### config.mk
export PLATFORM = sky130hd
export DESIGN_NAME = pio_addr_decode
export DESIGN_NICKNAME = d
export VERILOG_FILES = /design/src/rtl/pio_wmem_pkg.sv /design/src/rtl/pio_addr_decode.sv
export VERILOG_INCLUDE_DIRS = /design/src /design/src/rtl
export SDC_FILE = /design/constraint.sdc
export NUM_CORES = 1
export LEC_CHECK = 0
export BUFFER_PORTS_ARGS = -buffer_cell sky130_fd_sc_hd__buf_2
export CORE_AREA = 2 2 44 46
export DETAILED_ROUTE_END_ITERATION = 6
export DIE_AREA = 0 0 46 48
export PLACE_DENSITY = 0.9
export SETUP_SLACK_MARGIN = 0.3
export SLEW_MARGIN = 20
export SYNTH_ARGS = -nofsm -noshare
export SYNTH_HDL_FRONTEND = slang
export SYNTH_SLANG_ARGS = --single-unit
export TNS_END_PERCENT = 100
### constraint.sdc
create_clock -name clk -period 2.5 [get_ports clk]
set_input_delay 0.125 -clock clk [delete_from_list [all_inputs] [get_ports clk]]
set_output_delay 0.125 -clock clk [all_outputs]
set_load 0.05 [all_outputs]
### src/rtl/pio_wmem_macros.svh
// Shared constants for the wide lookup table bank: PIO bus widths, table geometry
// and the PIO address map. Include this wherever one of the macros is needed.
// Address map: bit 2 selects the dword, bits 8:3 the entry, bits 10:9 the table,
// and bits 15:11 must match the bank window.
`ifndef PIO_WMEM_MACROS_SVH
`define PIO_WMEM_MACROS_SVH

`define PIO_NBITS         32
`define PIO_ADDR_NBITS    16

`define WMEM_WIDTH        40
`define WMEM_DEPTH_NBITS  6
`define WMEM_NUM          4
`define WMEM_SEL_NBITS    2

// bit positions inside the PIO byte address
`define PIO_DW_BIT        2
`define PIO_ENTRY_LSB     3
`define PIO_SEL_LSB       (`PIO_ENTRY_LSB + `WMEM_DEPTH_NBITS)
`define PIO_BASE_LSB      (`PIO_SEL_LSB + `WMEM_SEL_NBITS)

// value of the address bits above the table index for the bank window
`define WMEM_BASE         5'h01

`endif
### src/rtl/pio_wmem_pkg.sv
// Packed struct types for the PIO register bus and the application table ports.
// Shared by the RTL and the testbench, always referenced by scoped name.
`default_nettype none

`include "pio_wmem_macros.svh"

package pio_wmem_pkg;

	// one PIO access, exactly one of rd and wr is set for a valid strobe
	typedef struct packed {
		logic [`PIO_ADDR_NBITS-1:0] addr;
		logic [`PIO_NBITS-1:0]      wdata;
		logic                       rd;
		logic                       wr;
	} pio_req_t;

	// ack is a level, rdata is valid while it is high
	typedef struct packed {
		logic                  ack;
		logic [`PIO_NBITS-1:0] rdata;
	} pio_rsp_t;

	typedef struct packed {
		logic                         rd;
		logic [`WMEM_DEPTH_NBITS-1:0] addr;
	} app_rd_t;

	typedef struct packed {
		logic                         wr;
		logic [`WMEM_DEPTH_NBITS-1:0] addr;
		logic [`WMEM_WIDTH-1:0]       wdata;
	} app_wr_t;

	// read data arrives together with ack, a fixed 3 cycles after the strobe
	typedef struct packed {
		logic                   ack;
		logic [`WMEM_WIDTH-1:0] rdata;
	} app_rsp_t;

endpackage

`default_nettype wire

### src/rtl/pio_addr_decode.sv
// PIO address decoder for the table bank. Drives a one-hot table select for
// accesses inside the bank window and acknowledges everything outside the window
// itself, returning all-ones read data under the same clk_div ack rule as a table.
`timescale 1ns/1ps
`default_nettype none

`include "pio_wmem_macros.svh"

module pio_addr_decode (
	input  wire                         clk,
	input  wire                         arst_n,
	input  wire                         clk_div,
	input  wire pio_wmem_pkg::pio_req_t pio_req,
	output logic [`WMEM_NUM-1:0]        tbl_ms,
	output pio_wmem_pkg::pio_rsp_t      miss_rsp
);

	logic                       strobe;
	logic                       in_win;
	logic [`WMEM_SEL_NBITS-1:0] sel;
	logic                       miss_pend;
	logic                       miss_ack_q;

	assign strobe = pio_req.rd | pio_req.wr;
	assign in_win = pio_req.addr[`PIO_ADDR_NBITS-1:`PIO_BASE_LSB] == `WMEM_BASE;
	assign sel = pio_req.addr[`PIO_SEL_LSB +: `WMEM_SEL_NBITS];

	always_comb begin
		tbl_ms = '0;
		if (strobe && in_win) begin
			tbl_ms[sel] = 1'b1;
		end
	end

	always_ff @(posedge clk or negedge arst_n) begin
		if (!arst_n) begin
			miss_pend <= 1'b0;
			miss_ack_q <= 1'b0;
		end else begin
			if (strobe && !in_win) begin
				miss_pend <= 1'b1;
			end else if (clk_div) begin
				miss_pend <= 1'b0;
			end
			if (clk_div) begin
				miss_ack_q <= miss_pend;  // held until the next strobe
			end
		end
	end

	assign miss_rsp.ack = miss_ack_q;
	assign miss_rsp.rdata = '1;

	// the master waits for ack, so no access arrives while a miss is still open
	a_miss_single: assert property (@(posedge clk) disable iff (!arst_n)
		strobe |-> !miss_pend && !miss_ack_q)
		else $error("PIO access while a miss is outstanding");

endmodule

`default_nettype wire

-- Word-level counts from Yosys, hierarchy flattened
Cells that the tools add are included.
- register bits after elaboration: 2
- output and inout bits: 37
- order comparisons: 2
- multiplexer cells: 5
- bitwise operators: 1
- reductions and logical operators: 5
- equal/unequal tests: 1
- operators with widths (kind ; number):
    equality test 5 x 1 -> 1 bit, second input constant ; 1
    2-to-1 mux 4 bit ; 1
    logical AND 1 bit ; 3
    less-than comparator 2 x 3 -> 1 bit, second input constant ; 1
    2-to-1 mux 1 bit ; 3
    demux 1 bit (select 2 bit) ; 1
    >= comparator 2 x 1 -> 1 bit, second input constant ; 1
    nonzero test 2 bit ; 1
    zero test 1 bit ; 1
    OR 1 bit ; 1

-- Longest topological paths before layout
- word-level depth: 5
- mapped depth: 3

-- Worst setup path after synthesis
Ideal clock, no wire load.
- path type: in2out
- start point: input pio_req[48] (netlist bit)
- end point: output tbl_ms[0]
- path slack: 0.523 ns
- stages on the path: 3
- data arrival time: 1.852 ns
- cells stage by stage: nand2b_4 > or4b_4 > nor3_1
- longest elaborated chain between the ends: 3
- ends and longest elaborated chain (element ; RTL line ; text):
    from (decl) ; pio_addr_decode.sv:13 ; input wire pio_wmem_pkg::pio_req_t pio_req,
    equality test 5 x 1 -> 1 bit (no source line) ; -- ;
    logical AND 1 bit ; pio_addr_decode.sv:30 ; if (strobe && in_win) begin
    2-to-1 mux 4 bit ; pio_addr_decode.sv:30 ;
    to (decl) ; pio_addr_decode.sv:14 ; output logic [`WMEM_NUM-1:0] tbl_ms,
No other way between the ends.

-- Worst setup path in the final report
- start point: input pio_req[48] (netlist bit)
- end point: output tbl_ms[1]
The elaborated chain is that of the path after synthesis.

==> key figures <==
Route
  • Vias: ~280
  • Final WL: 644 um
  • DR iter-0 viols: 2
  • DRC: 0
  • Drt pass-1 iters: 2
  • Wire length per cell: 7.667 um
  • Via density: 3.369
  • Antenna-violating nets left: 0

Setup path
  • Startpoint types: input pin
  • Setup CP Type: input pin to primary output
  • Worst r2r dst: miss_ack_q
  • Worst R2R Start: miss_pend
  • R2R Setup Slk: about 1.8 ns
  • Crit path cell chain: buf_2, nand2b_4, or4b_4, nor3b_2, buf_2
  • Setup crit end kind: primary output
  • Crit path max fanout: 4
  • Worst path max stage delay: around 0.54 ns
  • Worst Path Required: about 2.4 ns
  • Highest-delay cell along the critical path: or4b_4
  • Worst path buffer plus inverter count: 2
  • Largest delay share family, worst path: simple AND/OR/NAND/NOR gates
  • Crit-path most repeated cell: buf_2
  • Worst Path Arrival: between 1 and 1.5 ns
  • Reg2Reg Depth: 1

Placement
  • PortBufs: 16
  • Gpl congestion: approximately 0.67
  • Placed cells: 80
  • Dpl ws: just over 1 ns
  • HPWL reported at the end of detailed placement: 529.6 um

STA
  • Fmax: a little under 700 MHz
  • Final Critical Period: around 1.5 ns
  • Period utilisation layout: between 50% and 60%
  • Total negative slack: 0 ns
  • Final Max Slew Viols: 0
  • RSZ-0062 raised after global routing: no
  • Final hold vios: 0
  • Final setup vio count: 0
  • Worst setup margin: roughly 1.0 ns
  • Clock Skew: around 0.0086 ns

CTS
  • Post-CTS setup repair buffer count: 0
  • H-tree levels: 1
  • Max clock buf depth: 2
  • CTS buffer count: 3
  • CTS clk-pin slew, worst paths: ~0.040 ns
  • CTS resizes: 0
  • Clock root cell: clkbuf_4
  • Sink Count: 2
  • TritonCTS clock tree: done
  • Worst skew pair latency: 0.24 ns

Logic synthesis
  • Synth top area cells: buf_4 62%, dfrtp_1 12%, nor3b_2 6.2%
  • Synthesized flop and latch total: 2
  • Netlist cell types: 13
  • Post-synth top area share: approximately three fifths
  • Syn Area/Cell: 8.197 um2
  • Synth area leader: buf_4
  • Syn Inst Count: 49
  • Mapped cell area: between 400 and 500 um2
  • Seq/Total Area, Yosys: roughly an eighth
  • Yosys warns: 0

Global route
  • Initial antenna violation count: 0
  • Largest net degree at the start of global routing: 5
  • Remaining Overflow, GRT: 0
  • Met2 usage: between 10% and 20%
  • Met3 track demand over resource: 2.642%
  • Grt peak-use layer: met2
  • Total track usage: 6.279%
  • Vias in the first global route: around 220
  • Met1 global-route usage: between 4 and 5%
  • First-pass GRT wire length: roughly 840 um

Floorplanning
  • Core area: between 1500 and 2000 um2
  • IO Pins: 90
  • Die X: 46 um
  • Die Ht: roughly 48 um
  • Initial Util: roughly a quarter
  • Num rows: 15
  • Die Area: about 2200 um2

Layout
  • Most frequent cells in the layout: 32 x conb_1, 16 x buf_2, 3 x nor2_1, 3 x clkbuf_4
  • Share of cells above drive strength 1: between 30% and 40%
  • Utilization after layout: 23.93%
  • Antenna diodes: 0
  • Fin nets: roughly 120
  • Syn-to-layout area delta: 0.6232%
  • Non-filler instance count after layout: between 80 and 90
  • Most common cell after layout, fill and taps aside: conb_1

Pwr
  • P_leak: around 0.25 nW
  • Final Power: approximately 0.25 mW
  • Pwr dens: between 600 and 700 nW/um2
  • Worst vdd ir: approximately 0.00023 V

Hold path
  • Hold Crit Depth: 2
  • Hold WC Path Type: input pin to register
  • Hold Startpoint: clk_div
  • Worst Hold End: miss_pend

Status
  • Status: finished clean

Run
  • Max-cap violation count: 0
## per-stage QoR
stage	cell area, um2	hold slack [ns]
2_1_floorplan	518.0	-0.1706
3_3_place_gp	371.6	-0.08952
3_5_place_dp	371.6	-0.08884
4_1_cts	404.1	0.1018
5_1_grt	404.1	0.1134
6_report	404.1	0.1071
## what timing repair did
action | in CTS | in global routing
setup endpoints to repair | 0 | 0
hold buffers | 1 | 0
endpoints found under the hold margin | 2 | 0
## how the worst max path moves through the flow
stage	slack, ns	cells past startpoint	endpoint	start
2_1_floorplan	0.52	3	tbl_ms[0]	pio_req[48]
3_3_place_gp	1.03	5	tbl_ms[1]	pio_req[48]
3_5_place_dp	1.02	5	tbl_ms[1]	pio_req[48]
4_1_cts	1.01	5	tbl_ms[1]	pio_req[48]
5_1_grt	0.98	5	tbl_ms[1]	pio_req[48]
6_report	1.02	5	tbl_ms[1]	pio_req[48]
## cell usage after synthesis
| library cell | count |
|---|---|
| buf_4 | 33 |
| conb_1 | 1 |
| nor3_1 | 1 |
| dfrtp_1 | 2 |
| nand2b_4 | 1 |
| or4b_4 | 1 |
| mux2_2 | 1 |
| nand2_1 | 1 |
| o22ai_1 | 1 |
| nor3b_2 | 2 |
| inv_1 | 1 |
| nor4_1 | 1 |
| nor2_1 | 3 |
## area by class of cell
class                   instances  area (um2)
inverters                       1       3.754
well taps                      17       21.27
fillers                       187        1285
flip-flops and latches          2       50.05
repair buffers                 17       90.09
clock buffers                   3       22.52
multi-input cells              44       216.5
## layer usage
layer / wire, um / vias up
li1: - / 127
met1: 168 / 116
met2: 338 / 38
met3: 106 / 2
met4: 30 / 0
met5: 0 / -
## where the power goes
| part | total, mW | switching, mW | internal [mW] |
|---|---|---|---|
| logic | 0.133 | 0.120 | 0.0132 |
| registers | 0.0356 | 0.000812 | 0.0348 |
| clock network | 0.0789 | 0.0254 | 0.0535 |
| total | 0.248 | 0.146 | 0.101 |
## cell families after synthesis
logic type,share of synthesized area (%)
and+or+nand+nor,19.62
other,0.9337
buffers and inverters,62.62
DFF,12.46
muxes,2.804
AOI/OAI and AO/OA,1.559
## registers in the layout (all words and copies together), names as in the netlist
register and count:
miss_pend 1, miss_ack_q 1
Power figures use the tool's default switching activity.
