**src/rtl/pio_wmem_macros.svh**
```systemverilog
// Shared constants for the wide lookup table bank: PIO bus widths, table geometry
// and the PIO address map. Include this wherever one of the macros is needed.
// Address map: bit 2 selects the dword, bits 8:3 the entry, bits 10:9 the table,
// and bits 15:11 must match the bank window.
`ifndef PIO_WMEM_MACROS_SVH
`define PIO_WMEM_MACROS_SVH

`define PIO_NBITS         32
`define PIO_ADDR_NBITS    16

`define WMEM_WIDTH        40
`define WMEM_DEPTH_NBITS  6
`define WMEM_NUM          4
`define WMEM_SEL_NBITS    2

// bit positions inside the PIO byte address
`define PIO_DW_BIT        2
`define PIO_ENTRY_LSB     3
`define PIO_SEL_LSB       (`PIO_ENTRY_LSB + `WMEM_DEPTH_NBITS)
`define PIO_BASE_LSB      (`PIO_SEL_LSB + `WMEM_SEL_NBITS)

// value of the address bits above the table index for the bank window
`define WMEM_BASE         5'h01

`endif
```
**src/rtl/pio_wmem_pkg.sv**
```systemverilog
// Packed struct types for the PIO register bus and the application table ports.
// Shared by the RTL and the testbench, always referenced by scoped name.
`default_nettype none

`include "pio_wmem_macros.svh"

package pio_wmem_pkg;

	// one PIO access, exactly one of rd and wr is set for a valid strobe
	typedef struct packed {
		logic [`PIO_ADDR_NBITS-1:0] addr;
		logic [`PIO_NBITS-1:0]      wdata;
		logic                       rd;
		logic                       wr;
	} pio_req_t;

	// ack is a level, rdata is valid while it is high
	typedef struct packed {
		logic                  ack;
		logic [`PIO_NBITS-1:0] rdata;
	} pio_rsp_t;

	typedef struct packed {
		logic                         rd;
		logic [`WMEM_DEPTH_NBITS-1:0] addr;
	} app_rd_t;

	typedef struct packed {
		logic                         wr;
		logic [`WMEM_DEPTH_NBITS-1:0] addr;
		logic [`WMEM_WIDTH-1:0]       wdata;
	} app_wr_t;

	// read data arrives together with ack, a fixed 3 cycles after the strobe
	typedef struct packed {
		logic                   ack;
		logic [`WMEM_WIDTH-1:0] rdata;
	} app_rsp_t;

endpackage

`default_nettype wire

```
**src/rtl/pio_rw_wmem.sv**
```systemverilog
// One wide table reachable from the PIO bus and from a full-width app port.
// PIO splits each 40-bit entry into a low and a high dword: the low write is held
// until the high write commits the entry, and the low read captures the upper bits
// for the following high read. App accesses win the RAM, a colliding PIO access
// waits one cycle in a save flag. App read latency is a fixed 3 cycles.
`timescale 1ns/1ps
`default_nettype none

`include "pio_wmem_macros.svh"

module pio_rw_wmem (
	input  wire                         clk,
	input  wire                         arst_n,
	input  wire                         clk_div,
	input  wire pio_wmem_pkg::pio_req_t pio_req,
	input  wire                         ms,
	input  wire pio_wmem_pkg::app_rd_t  app_rd,
	input  wire pio_wmem_pkg::app_wr_t  app_wr,
	output pio_wmem_pkg::pio_rsp_t      pio_rsp,
	output pio_wmem_pkg::app_rsp_t      app_rsp
);

	localparam int HI_NBITS = `WMEM_WIDTH - `PIO_NBITS;

	pio_wmem_pkg::app_rd_t app_rd_q;
	pio_wmem_pkg::app_wr_t app_wr_q;
	logic                  app_rd_d2;
	logic                  app_ack_q;
	logic [`WMEM_WIDTH-1:0] app_rdata_q;

	logic [`WMEM_DEPTH_NBITS-1:0] pio_entry_q;
	logic [`PIO_NBITS-1:0]        pio_wdata_q;
	logic [`PIO_NBITS-1:0]        wdata_lo;  // low dword waiting for its high half
	logic [HI_NBITS-1:0]          rdata_hi;  // upper bits captured by the low read
	logic                         wr_lo_d1;
	logic                         wr_hi_d1;
	logic                         rd_lo_d1;
	logic                         rd_hi_d1;
	logic                         wr_save;
	logic                         rd_save;
	logic                         rd_go_d1;
	logic                         pend;
	logic                         pio_ack_q;
	logic [`PIO_NBITS-1:0]        pio_rdata_q;

	logic                         pio_hit;
	logic                         pio_dw_hi;
	logic                         commit_req;
	logic                         commit_go;
	logic                         rd_req;
	logic                         rd_go;
	logic                         ram_wr;
	logic [`WMEM_DEPTH_NBITS-1:0] ram_raddr;
	logic [`WMEM_DEPTH_NBITS-1:0] ram_waddr;
	logic [`WMEM_WIDTH-1:0]       ram_din;
	logic [`WMEM_WIDTH-1:0]       ram_dout;

	assign pio_hit = ms & (pio_req.rd | pio_req.wr);
	assign pio_dw_hi = pio_req.addr[`PIO_DW_BIT];

	// a deferred access stays requested until the app port leaves the RAM free
	assign commit_req = wr_hi_d1 | wr_save;
	assign commit_go = commit_req & ~app_wr_q.wr;
	assign rd_req = rd_lo_d1 | rd_save;
	assign rd_go = rd_req & ~app_rd_q.rd;

	assign ram_wr = app_wr_q.wr | commit_go;
	assign ram_waddr = app_wr_q.wr ? app_wr_q.addr : pio_entry_q;
	assign ram_din = app_wr_q.wr ? app_wr_q.wdata : {pio_wdata_q[HI_NBITS-1:0], wdata_lo};
	assign ram_raddr = app_rd_q.rd ? app_rd_q.addr : pio_entry_q;

	always_ff @(posedge clk or negedge arst_n) begin
		if (!arst_n) begin
			app_rd_q <= '0;
			app_wr_q <= '0;
			app_rd_d2 <= 1'b0;
			app_ack_q <= 1'b0;
		end else begin
			app_rd_q <= app_rd;
			app_wr_q <= app_wr;
			app_rd_d2 <= app_rd_q.rd;  // RAM output is valid in this cycle
			app_ack_q <= app_rd_d2;
		end
	end

	always_ff @(posedge clk or negedge arst_n) begin
		if (!arst_n) begin
			wr_lo_d1 <= 1'b0;
			wr_hi_d1 <= 1'b0;
			rd_lo_d1 <= 1'b0;
			rd_hi_d1 <= 1'b0;
			wr_save <= 1'b0;
			rd_save <= 1'b0;
			rd_go_d1 <= 1'b0;
			pend <= 1'b0;
			pio_ack_q <= 1'b0;
		end else begin
			wr_lo_d1 <= pio_hit & pio_req.wr & ~pio_dw_hi;
			wr_hi_d1 <= pio_hit & pio_req.wr & pio_dw_hi;
			rd_lo_d1 <= pio_hit & pio_req.rd & ~pio_dw_hi;
			rd_hi_d1 <= pio_hit & pio_req.rd & pio_dw_hi;
			wr_save <= commit_req & app_wr_q.wr;
			rd_save <= rd_req & app_rd_q.rd;
			rd_go_d1 <= rd_go;

			// the access wins over a clk_div in the same cycle
			if (wr_lo_d1 | commit_go | rd_go_d1 | rd_hi_d1) begin
				pend <= 1'b1;
			end else if (clk_div) begin
				pend <= 1'b0;
			end
			if (clk_div) begin
				pio_ack_q <= pend;
			end
		end
	end

	always_ff @(posedge clk) begin
		if (pio_hit) begin
			pio_entry_q <= pio_req.addr[`PIO_ENTRY_LSB +: `WMEM_DEPTH_NBITS];
			pio_wdata_q <= pio_req.wdata;
		end
		if (wr_lo_d1) begin
			wdata_lo <= pio_wdata_q;
		end
		if (rd_go_d1) begin
			pio_rdata_q <= ram_dout[`PIO_NBITS-1:0];
			rdata_hi <= ram_dout[`WMEM_WIDTH-1:`PIO_NBITS];
		end else if (rd_hi_d1) begin
			pio_rdata_q <= {{(`PIO_NBITS-HI_NBITS){1'b0}}, rdata_hi};
		end
		if (app_rd_d2) begin
			app_rdata_q <= ram_dout;
		end
	end

	assign pio_rsp.ack = pio_ack_q;
	assign pio_rsp.rdata = pio_rdata_q;
	assign app_rsp.ack = app_ack_q;
	assign app_rsp.rdata = app_rdata_q;

	ram_1r1w #(
		.WIDTH(`WMEM_WIDTH),
		.DEPTH_NBITS(`WMEM_DEPTH_NBITS)
	) ram_1r1w_inst (
		.clk(clk),
		.wr(ram_wr),
		.raddr(ram_raddr),
		.waddr(ram_waddr),
		.din(ram_din),
		.dout(ram_dout)
	);

	// app strobes are single-cycle pulses, so a deferred access gets the RAM next cycle
	a_wr_save_short: assert property (@(posedge clk) disable iff (!arst_n)
		wr_save |=> !wr_save) else $error("PIO commit deferred more than one cycle");
	a_rd_save_short: assert property (@(posedge clk) disable iff (!arst_n)
		rd_save |=> !rd_save) else $error("PIO read deferred more than one cycle");
	a_ms_single_op: assert property (@(posedge clk) disable iff (!arst_n)
		ms |-> !(pio_req.rd && pio_req.wr)) else $error("PIO select with rd and wr");

endmodule

`default_nettype wire

```
**src/rtl/ram_1r1w.sv**
```systemverilog
// Simple dual-port RAM, one write port and one registered read port.
// A read of the address written in the same cycle returns the old entry.
`timescale 1ns/1ps
`default_nettype none

module ram_1r1w #(
	parameter int WIDTH = 32,
	parameter int DEPTH_NBITS = 8
) (
	input  wire                   clk,
	input  wire                   wr,
	input  wire [DEPTH_NBITS-1:0] raddr,
	input  wire [DEPTH_NBITS-1:0] waddr,
	input  wire [WIDTH-1:0]       din,
	output logic [WIDTH-1:0]      dout
);

	logic [WIDTH-1:0] mem [2**DEPTH_NBITS];

	always_ff @(posedge clk) begin
		if (wr) begin
			mem[waddr] <= din;
		end
	end

	// nonblocking read sees the entry as it was before this cycle's write
	always_ff @(posedge clk) begin
		dout <= mem[raddr];
	end

	a_waddr_known: assert property (@(posedge clk) wr |-> !$isunknown(waddr))
		else $error("ram write with unknown address");

endmodule

`default_nettype wire

```
**config.mk**
```make
export PLATFORM = sky130hd
export DESIGN_NAME = pio_rw_wmem
export DESIGN_NICKNAME = d
export VERILOG_FILES = /design/src/rtl/pio_wmem_pkg.sv /design/src/rtl/pio_rw_wmem.sv /design/src/rtl/ram_1r1w.sv
export VERILOG_INCLUDE_DIRS = /design/src /design/src/rtl
export SDC_FILE = /design/constraint.sdc
export NUM_CORES = 2
export LEC_CHECK = 0
export ABC_AREA = 1
export BUFFER_PORTS_ARGS = -buffer_cell sky130_fd_sc_hd__buf_4
export CAP_MARGIN = 0
export CORE_MARGIN = 1.5
export CORE_UTILIZATION = 45
export CTS_BUF_LIST = sky130_fd_sc_hd__clkbuf_4 sky130_fd_sc_hd__clkbuf_8 sky130_fd_sc_hd__clkbuf_16
export CTS_CLUSTER_SIZE = 24
export DETAILED_ROUTE_END_ITERATION = 8
export HOLD_SLACK_MARGIN = 0.02
export SETUP_SLACK_MARGIN = 0.02
export SYNTH_ARGS = -nofsm -noshare
export SYNTH_HDL_FRONTEND = slang
export SYNTH_HIERARCHICAL = 1
export SYNTH_SLANG_ARGS = --single-unit
```
**constraint.sdc**
```tcl
create_clock -name clk -period 5.3 [get_ports clk]
set_input_delay 0.795 -clock clk [delete_from_list [all_inputs] [get_ports clk]]
set_output_delay 0.795 -clock clk [all_outputs]
set_load 0.005 [all_outputs]
```
Word-level counts from Yosys, hierarchy flattened
Memories as Yosys holds them, arrays and structs flattened. A register that Yosys moved wholly into a read port is not among the register bits.
Index checks and enable logic that the tools add are counted.
{ "classes": {"muxes": 9, "n_reduce_logical": 2, "bitwise": 21} }
{ "op_table": {"columns": ["operator", "count"], "rows": [
  ["32-bit two-way mux", 2],
  ["40-bit two-way mux", 1],
  ["6-bit two-way mux", 2],
  ["1-bit AND", 11],
  ["1-bit OR", 7],
  ["1-bit two-way mux", 4],
  ["2-bit nonzero test", 2],
  ["1-bit NOT", 3]
]} }
{ "word_totals": {"ram_bits": 2560, "wordCells": 55, "regBits": 215, "n_memories": 1, "in_bits": 108} }
{ "mem_list": {"columns": ["memory", "depth", "width", "rd", "rd_ports_with_merged_regs", "write_ports", "line", "text"], "rows": [
  ["ram_1r1w_inst.mem", 64, 40, 1, 1, 1, "ram_1r1w.sv:18", "logic [WIDTH-1:0] mem [2**DEPTH_NBITS];"]
]} }

Depth between registers and ports, before layout
{ "depth": {"word_depth": 6, "depth_mapped": 15} }

Cells and area by module
Netlist, hierarchy kept.
{ "modules_own_cells": {"columns": ["mod", "instances", "area_per_inst_um2", "cells_each", "seq_area_each_um2"], "rows": [
  ["ram_1r1w", 1, 103136.4, 8445, 77674.5],
  ["pio_rw_wmem", 1, 7263.2, 484, 6130.9]
]} }

Worst setup path before layout
Ideal clock, no wire load.
{ "synth_path": {"kind": "register to register", "startpoint": "register app_wr_q[46] (netlist name)", "endpoint": "memory ram_1r1w_inst/mem[50][0] (netlist name) (enable)", "synth_period_minus_slack_ps": 5624, "path_slack_ps": -324, "path_stages_with_launch": 7, "arrival_time_ps": 5086, "required_ps": 4762, "path_cell_list": "dfrtp_1 -> buf_6 -> buf_6 -> o21ai_1 -> clkbuf_1 -> inv_1 -> nor4_1"} }
{ "synth_lines": {"columns": ["element", "line", "text"], "rows": [
  ["start: declaration", "pio_rw_wmem.sv:26", "pio_wmem_pkg::app_wr_t app_wr_q;"],
  ["start signal: assignment", "pio_rw_wmem.sv:80", "app_wr_q <= app_wr;"],
  ["6-bit two-way mux", "pio_rw_wmem.sv:68", "assign ram_waddr = app_wr_q.wr ? app_wr_q.addr : pio_entry_q;"],
  ["via ram_waddr[1]", "pio_rw_wmem.sv:54", "logic [`WMEM_DEPTH_NBITS-1:0] ram_waddr;"],
  ["end: declaration", "ram_1r1w.sv:18", null]
]} }
The timed path passes the listed nets, and every way through them passes these cells.

Final worst setup path
{ "layout_path": {"startpoint": "register app_wr_q[46] (netlist name)", "endpoint": "memory ram_1r1w_inst/mem[13][34] (netlist name) (enable)"} }
Same word-level chain as after synthesis.

==> metrics.txt <==
# TYPE chip_impl_metric gauge
chip_impl_metric{name="area_growth_syn_to_layout",unit="%"} 14.24
chip_impl_metric{name="critical_path_fanout_max",unit=""} 29
chip_impl_metric{name="clk_pin_slew",unit="ps"} 60
chip_impl_metric{name="maxSlewHeadroom",unit="%"} 9.152
chip_impl_metric{name="rrSetupSlack",unit="ps"} 1120
chip_impl_metric{name="seqPwrFrac",unit="%"} 50.8
chip_impl_metric{name="groute.layer.met1.usage",unit="%"} 33.60
chip_impl_metric{name="power.combinational.fraction",unit="%"} 9.2
chip_impl_metric{name="drt.antenna.violating_nets",unit=""} 0
chip_impl_metric{name="placementRows",unit=""} 181
chip_impl_metric{name="drive_above_1_share",unit="%"} 10.42
chip_impl_info{name="crit-reg2reg-launch",value="app_wr_q[46]"} 1
chip_impl_metric{name="timing.final.crit_period",unit="ps"} 4176
chip_impl_metric{name="htree_num_levels",unit=""} 5
chip_impl_metric{name="yosysUniqueCellTypes",unit=""} 23
chip_impl_info{name="unrepaired_setup_endpoints_after_global_routing",value="no"} 1
chip_impl_metric{name="fp.dieArea",unit="sq um"} 248300
chip_impl_metric{name="clockPowerShare",unit="%"} 40.0
chip_impl_info{name="min-delay-path-class",value="in2reg"} 1
chip_impl_metric{name="core-area",unit="sq um"} 243700
chip_impl_metric{name="netSwitchingFraction",unit="%"} 23.75
chip_impl_metric{name="postSynthNetCount",unit=""} 9037
chip_impl_info{name="reg2reg_to",value="ram_1r1w_inst/mem[13][34]"} 1
chip_impl_info{name="endpoint_worst_hold",value="pio_wdata_q[4]"} 1
chip_impl_metric{name="worst_ep_arrival",unit="ps"} 4700
chip_impl_metric{name="die_height",unit="um"} 498.3
chip_impl_metric{name="fmax",unit="MHz"} 239.4
chip_impl_metric{name="number_of_cells_traversed_by_the_worst_register_to_register_path",unit=""} 4
chip_impl_metric{name="cts.sinks",unit=""} 2815
chip_impl_info{name="worstSetupPathType",value="reg2reg"} 1
chip_impl_metric{name="crit_required",unit="ps"} 5820
chip_impl_metric{name="max-clock-path-buffers",unit=""} 4
chip_impl_metric{name="drtIter0Drc",unit=""} 8047
chip_impl_metric{name="syn_area_per_cell",unit="sq um"} 12.36
chip_impl_metric{name="drcViolationCount",unit=""} 0
chip_impl_info{name="min-delay-start",value="pio_req[6]"} 1
chip_impl_metric{name="setup_violations",unit=""} 0
chip_impl_metric{name="yosys_register_bits",unit=""} 2815
chip_impl_metric{name="via_per_inst",unit=""} 5.659
chip_impl_metric{name="hold-worst-slack",unit="ps"} 87.63
chip_impl_metric{name="vias",unit=""} 70970
chip_impl_info{name="root_buffer",value="sky130_fd_sc_hd__clkbuf_16"} 1
chip_impl_metric{name="switchingPower",unit="W"} 0.01178
chip_impl_metric{name="met2_usage",unit="%"} 38.67
chip_impl_metric{name="layout.nets",unit=""} 9249
chip_impl_metric{name="met3_track_demand_over_resource_in_global_routing",unit="%"} 3.816
chip_impl_info{name="cp_top_family",value="simple AND/OR/NAND/NOR gates"} 1
chip_impl_metric{name="hpwl_detailed",unit="um"} 156200
chip_impl_metric{name="irDropWorstVdd",unit="mV"} 0.2844
chip_impl_info{name="startpoint_type",value="flip-flop"} 1
chip_impl_info{name="worst_setup_path_end_kind",value="flip-flop"} 1
chip_impl_metric{name="slew_viol_final",unit=""} 0
chip_impl_metric{name="tightestPinTransition",unit="ps"} 1363
chip_impl_metric{name="drv.max_cap_violation_count",unit=""} 0
chip_impl_metric{name="grt_pass1_vias",unit=""} 67610
chip_impl_metric{name="grt_start_max_net_pins",unit=""} 192
chip_impl_metric{name="synth-seq-area-share",unit="%"} 75.91
chip_impl_metric{name="synth.yosys.warnings",unit=""} 6
chip_impl_metric{name="synthCells",unit=""} 8929
chip_impl_info{name="cpMaxStageDelayCell",value="sky130_fd_sc_hd__nor2_4"} 1
chip_impl_info{name="critical_path.cell_chain",value="o21ai_1, nand4_1, nor2_4, buf_4"} 1
chip_impl_metric{name="p_per_area",unit="nW/um^2"} 393.2
chip_impl_metric{name="grt_total_ovfl",unit=""} 0
chip_impl_info{name="tritoncts",value="built"} 1
chip_impl_metric{name="ctsResizeCount",unit=""} 0
chip_impl_metric{name="length_of_the_first_detailed_routing_pass_in_iterations",unit=""} 6
chip_impl_metric{name="cts_setup_buffers",unit=""} 0
chip_impl_metric{name="min_delay_path_depth",unit=""} 1
chip_impl_metric{name="pint",unit="W"} 0.03781
chip_impl_metric{name="cts-buffers-inserted",unit=""} 295
chip_impl_metric{name="place.detailed.instances",unit=""} 11950
chip_impl_metric{name="floorplan.die.width",unit="um"} 498.3
chip_impl_metric{name="worst_clock_skew",unit="ps"} 56.60
chip_impl_metric{name="hold_violations",unit=""} 0
chip_impl_metric{name="port-buffer-count",unit=""} 172
chip_impl_metric{name="cts-hold-fix-buffers",unit=""} 93
chip_impl_metric{name="start_util",unit="%"} 45.31
chip_impl_metric{name="grt_antenna_before_repair",unit=""} 6
chip_impl_metric{name="gp_congestion",unit=""} 0.8251
chip_impl_metric{name="leak_pwr",unit="nW"} 45.14
chip_impl_info{name="worst_setup_sp",value="app_wr_q[46]"} 1
chip_impl_info{name="status",value="finished clean"} 1
chip_impl_info{name="most_congested_layer_reported_by_global_routing",value="met2"} 1
chip_impl_metric{name="worst_path_largest_cell_delay",unit="ps"} 1000
chip_impl_metric{name="grt_util_all_layers",unit="%"} 24.21
chip_impl_metric{name="detail_route.wl_per_cell",unit="um"} 24.40
chip_impl_metric{name="critical_path_buf_inv_count",unit=""} 1
chip_impl_metric{name="final_cells",unit=""} 12540
chip_impl_metric{name="postRouteWirelength",unit="um"} 306000
chip_impl_metric{name="design.portCount",unit=""} 182
chip_impl_metric{name="clock_insertion_delay_worst_skew",unit="ps"} 930
chip_impl_metric{name="post-route-period-util",unit="%"} 78.80
chip_impl_metric{name="netlist_area",unit="sq um"} 110400
chip_impl_metric{name="global_route_wire_length_before_repair",unit="um"} 445700
how the worst max path moves through the flow:
| stage | end | slack, ps | cells past startpoint |
|---|---|---|---|
| 2_1_floorplan | ram_1r1w_inst/mem[50][0] | -320 | 6 |
| 3_3_place_gp | ram_1r1w_inst/mem[13][32] | 1450 | 4 |
| 3_5_place_dp | ram_1r1w_inst/mem[13][32] | 1290 | 4 |
| 4_1_cts | ram_1r1w_inst/mem[13][34] | 1240 | 4 |
| 5_1_grt | ram_1r1w_inst/mem[13][28] | 960 | 4 |
| 6_report | ram_1r1w_inst/mem[13][34] | 1120 | 4 |
through the flow:
step,total power (W),setup slack (ps),setup TNS [ps],utilization (%),cell area (sq um)
global placement,0.03002,1449,0,47.62,116000
floorplan,0.02821,-324.4,-101490,-,110400
finish,0.04959,1124,0,51.76,126100
CTS,0.04980,1241,0,51.76,126100
global route,0.05103,963.4,0,51.76,126100
detailed placement,0.03010,1292,0,47.62,116000
cell usage in the layout, fill, tap and decap left out:
cell / instances
sky130_fd_sc_hd__buf_4: 343
sky130_fd_sc_hd__nor4_2: 8
sky130_fd_sc_hd__nor2_4: 56
sky130_fd_sc_hd__nand2_1: 2970
sky130_fd_sc_hd__inv_1: 42
sky130_fd_sc_hd__diode_2: 1
sky130_fd_sc_hd__clkbuf_16: 303
sky130_fd_sc_hd__nor2_2: 1
sky130_fd_sc_hd__nand3_1: 2378
sky130_fd_sc_hd__clkinvlp_4: 1
sky130_fd_sc_hd__inv_8: 4
sky130_fd_sc_hd__o21ai_0: 3
sky130_fd_sc_hd__nor2_1: 9
sky130_fd_sc_hd__o21a_2: 1
sky130_fd_sc_hd__buf_12: 57
sky130_fd_sc_hd__clkbuf_8: 13
sky130_fd_sc_hd__clkinv_1: 46
sky130_fd_sc_hd__o21ai_4: 6
sky130_fd_sc_hd__inv_4: 2
sky130_fd_sc_hd__dfxtp_1: 40
sky130_fd_sc_hd__clkinv_4: 1
sky130_fd_sc_hd__dfrtp_2: 3
sky130_fd_sc_hd__nand2_2: 41
sky130_fd_sc_hd__o21ai_1: 4
sky130_fd_sc_hd__inv_2: 1
sky130_fd_sc_hd__dfrtp_1: 62
sky130_fd_sc_hd__bufinv_16: 14
sky130_fd_sc_hd__edfxtp_1: 2710
sky130_fd_sc_hd__dlygate4sd3_1: 93
sky130_fd_sc_hd__clkbuf_4: 75
sky130_fd_sc_hd__inv_6: 5
sky130_fd_sc_hd__nand4_1: 9
sky130_fd_sc_hd__clkinv_2: 38
logic make-up after synthesis:
| logic type | count (synthesis) | synth area share, % |
|---|---|---|
| AO/OA/AOI/OAI | 14 | 0.06573 |
| buffers and inverters | 628 | 2.680 |
| AND/OR/NAND/NOR | 5472 | 21.34 |
| flip-flops | 2815 | 75.91 |
flip-flops by register name, indices dropped and copies added (netlist names):
register,cells
rd_save,1
wr_hi_d1,1
rd_go_d1,1
pio_rdata_q,32
rd_lo_d1,1
wr_lo_d1,1
pend,1
rd_hi_d1,1
pio_wdata_q,32
rdata_hi,8
ram_1r1w_inst/dout,40
pio_entry_q,6
wdata_lo,32
ram_1r1w_inst/mem,2560
app_wr_q,47
app_rd_d2,1
app_rdata_q,40
app_ack_q,1
wr_save,1
app_rd_q,7
pio_ack_q,1
synthesized netlist by cell type:
cell | count | area share (%)
sky130_fd_sc_hd__buf_2 | 370 | 1.7
sky130_fd_sc_hd__buf_4 | 23 | 0.16
sky130_fd_sc_hd__dfrtp_1 | 65 | 1.5
sky130_fd_sc_hd__nor4_1 | 8 | 0.045
sky130_fd_sc_hd__inv_1 | 43 | 0.15
sky130_fd_sc_hd__nor2_2 | 1 | 0.0057
sky130_fd_sc_hd__inv_6 | 1 | 0.0079
sky130_fd_sc_hd__clkbuf_1 | 115 | 0.39
sky130_fd_sc_hd__o21ai_0 | 9 | 0.041
sky130_fd_sc_hd__edfxtp_1 | 2710 | 74
sky130_fd_sc_hd__clkinv_1 | 1 | 0.0034
sky130_fd_sc_hd__nand4_1 | 9 | 0.051
sky130_fd_sc_hd__buf_1 | 64 | 0.22
sky130_fd_sc_hd__nor2_1 | 65 | 0.22
sky130_fd_sc_hd__o21a_1 | 1 | 0.0068
sky130_fd_sc_hd__inv_2 | 4 | 0.014
sky130_fd_sc_hd__nand3_1 | 2378 | 11
sky130_fd_sc_hd__nand2_2 | 1 | 0.0057
sky130_fd_sc_hd__inv_4 | 1 | 0.0057
sky130_fd_sc_hd__dfxtp_1 | 40 | 0.73
sky130_fd_sc_hd__o21ai_1 | 4 | 0.018
sky130_fd_sc_hd__buf_6 | 6 | 0.061
sky130_fd_sc_hd__nand2_1 | 3010 | 10
metal layers:
layer	up-vias	part of all wire [%]
met2	3163	47
met4	4	3.6
met5	-	0.0092
met1	35180	41
met3	552	8.4
li1	32070	-
power groups by stage:
stage / Sequential (W) / Combinational (W) / Clock [W]
2_1_floorplan: 0.0256 / 0.00266 / 0
3_3_place_gp: 0.0257 / 0.00436 / 0
3_5_place_dp: 0.0257 / 0.00442 / 0
4_1_cts: 0.0252 / 0.00449 / 0.0201
5_1_grt: 0.0252 / 0.00491 / 0.0209
6_report: 0.0252 / 0.00455 / 0.0198
area by class of cell:
cell class | instances | area, sq um
fillers | 20360 | 117600
flip-flops and latches | 2815 | 83810
multi-input cells | 5486 | 24270
clock buffers | 391 | 8324
repair buffers | 493 | 4647
well taps | 3202 | 4006
clock inverters | 104 | 834.6
inverters | 50 | 227.7
diodes | 1 | 2.502
(Power assumes the default switching activity.)
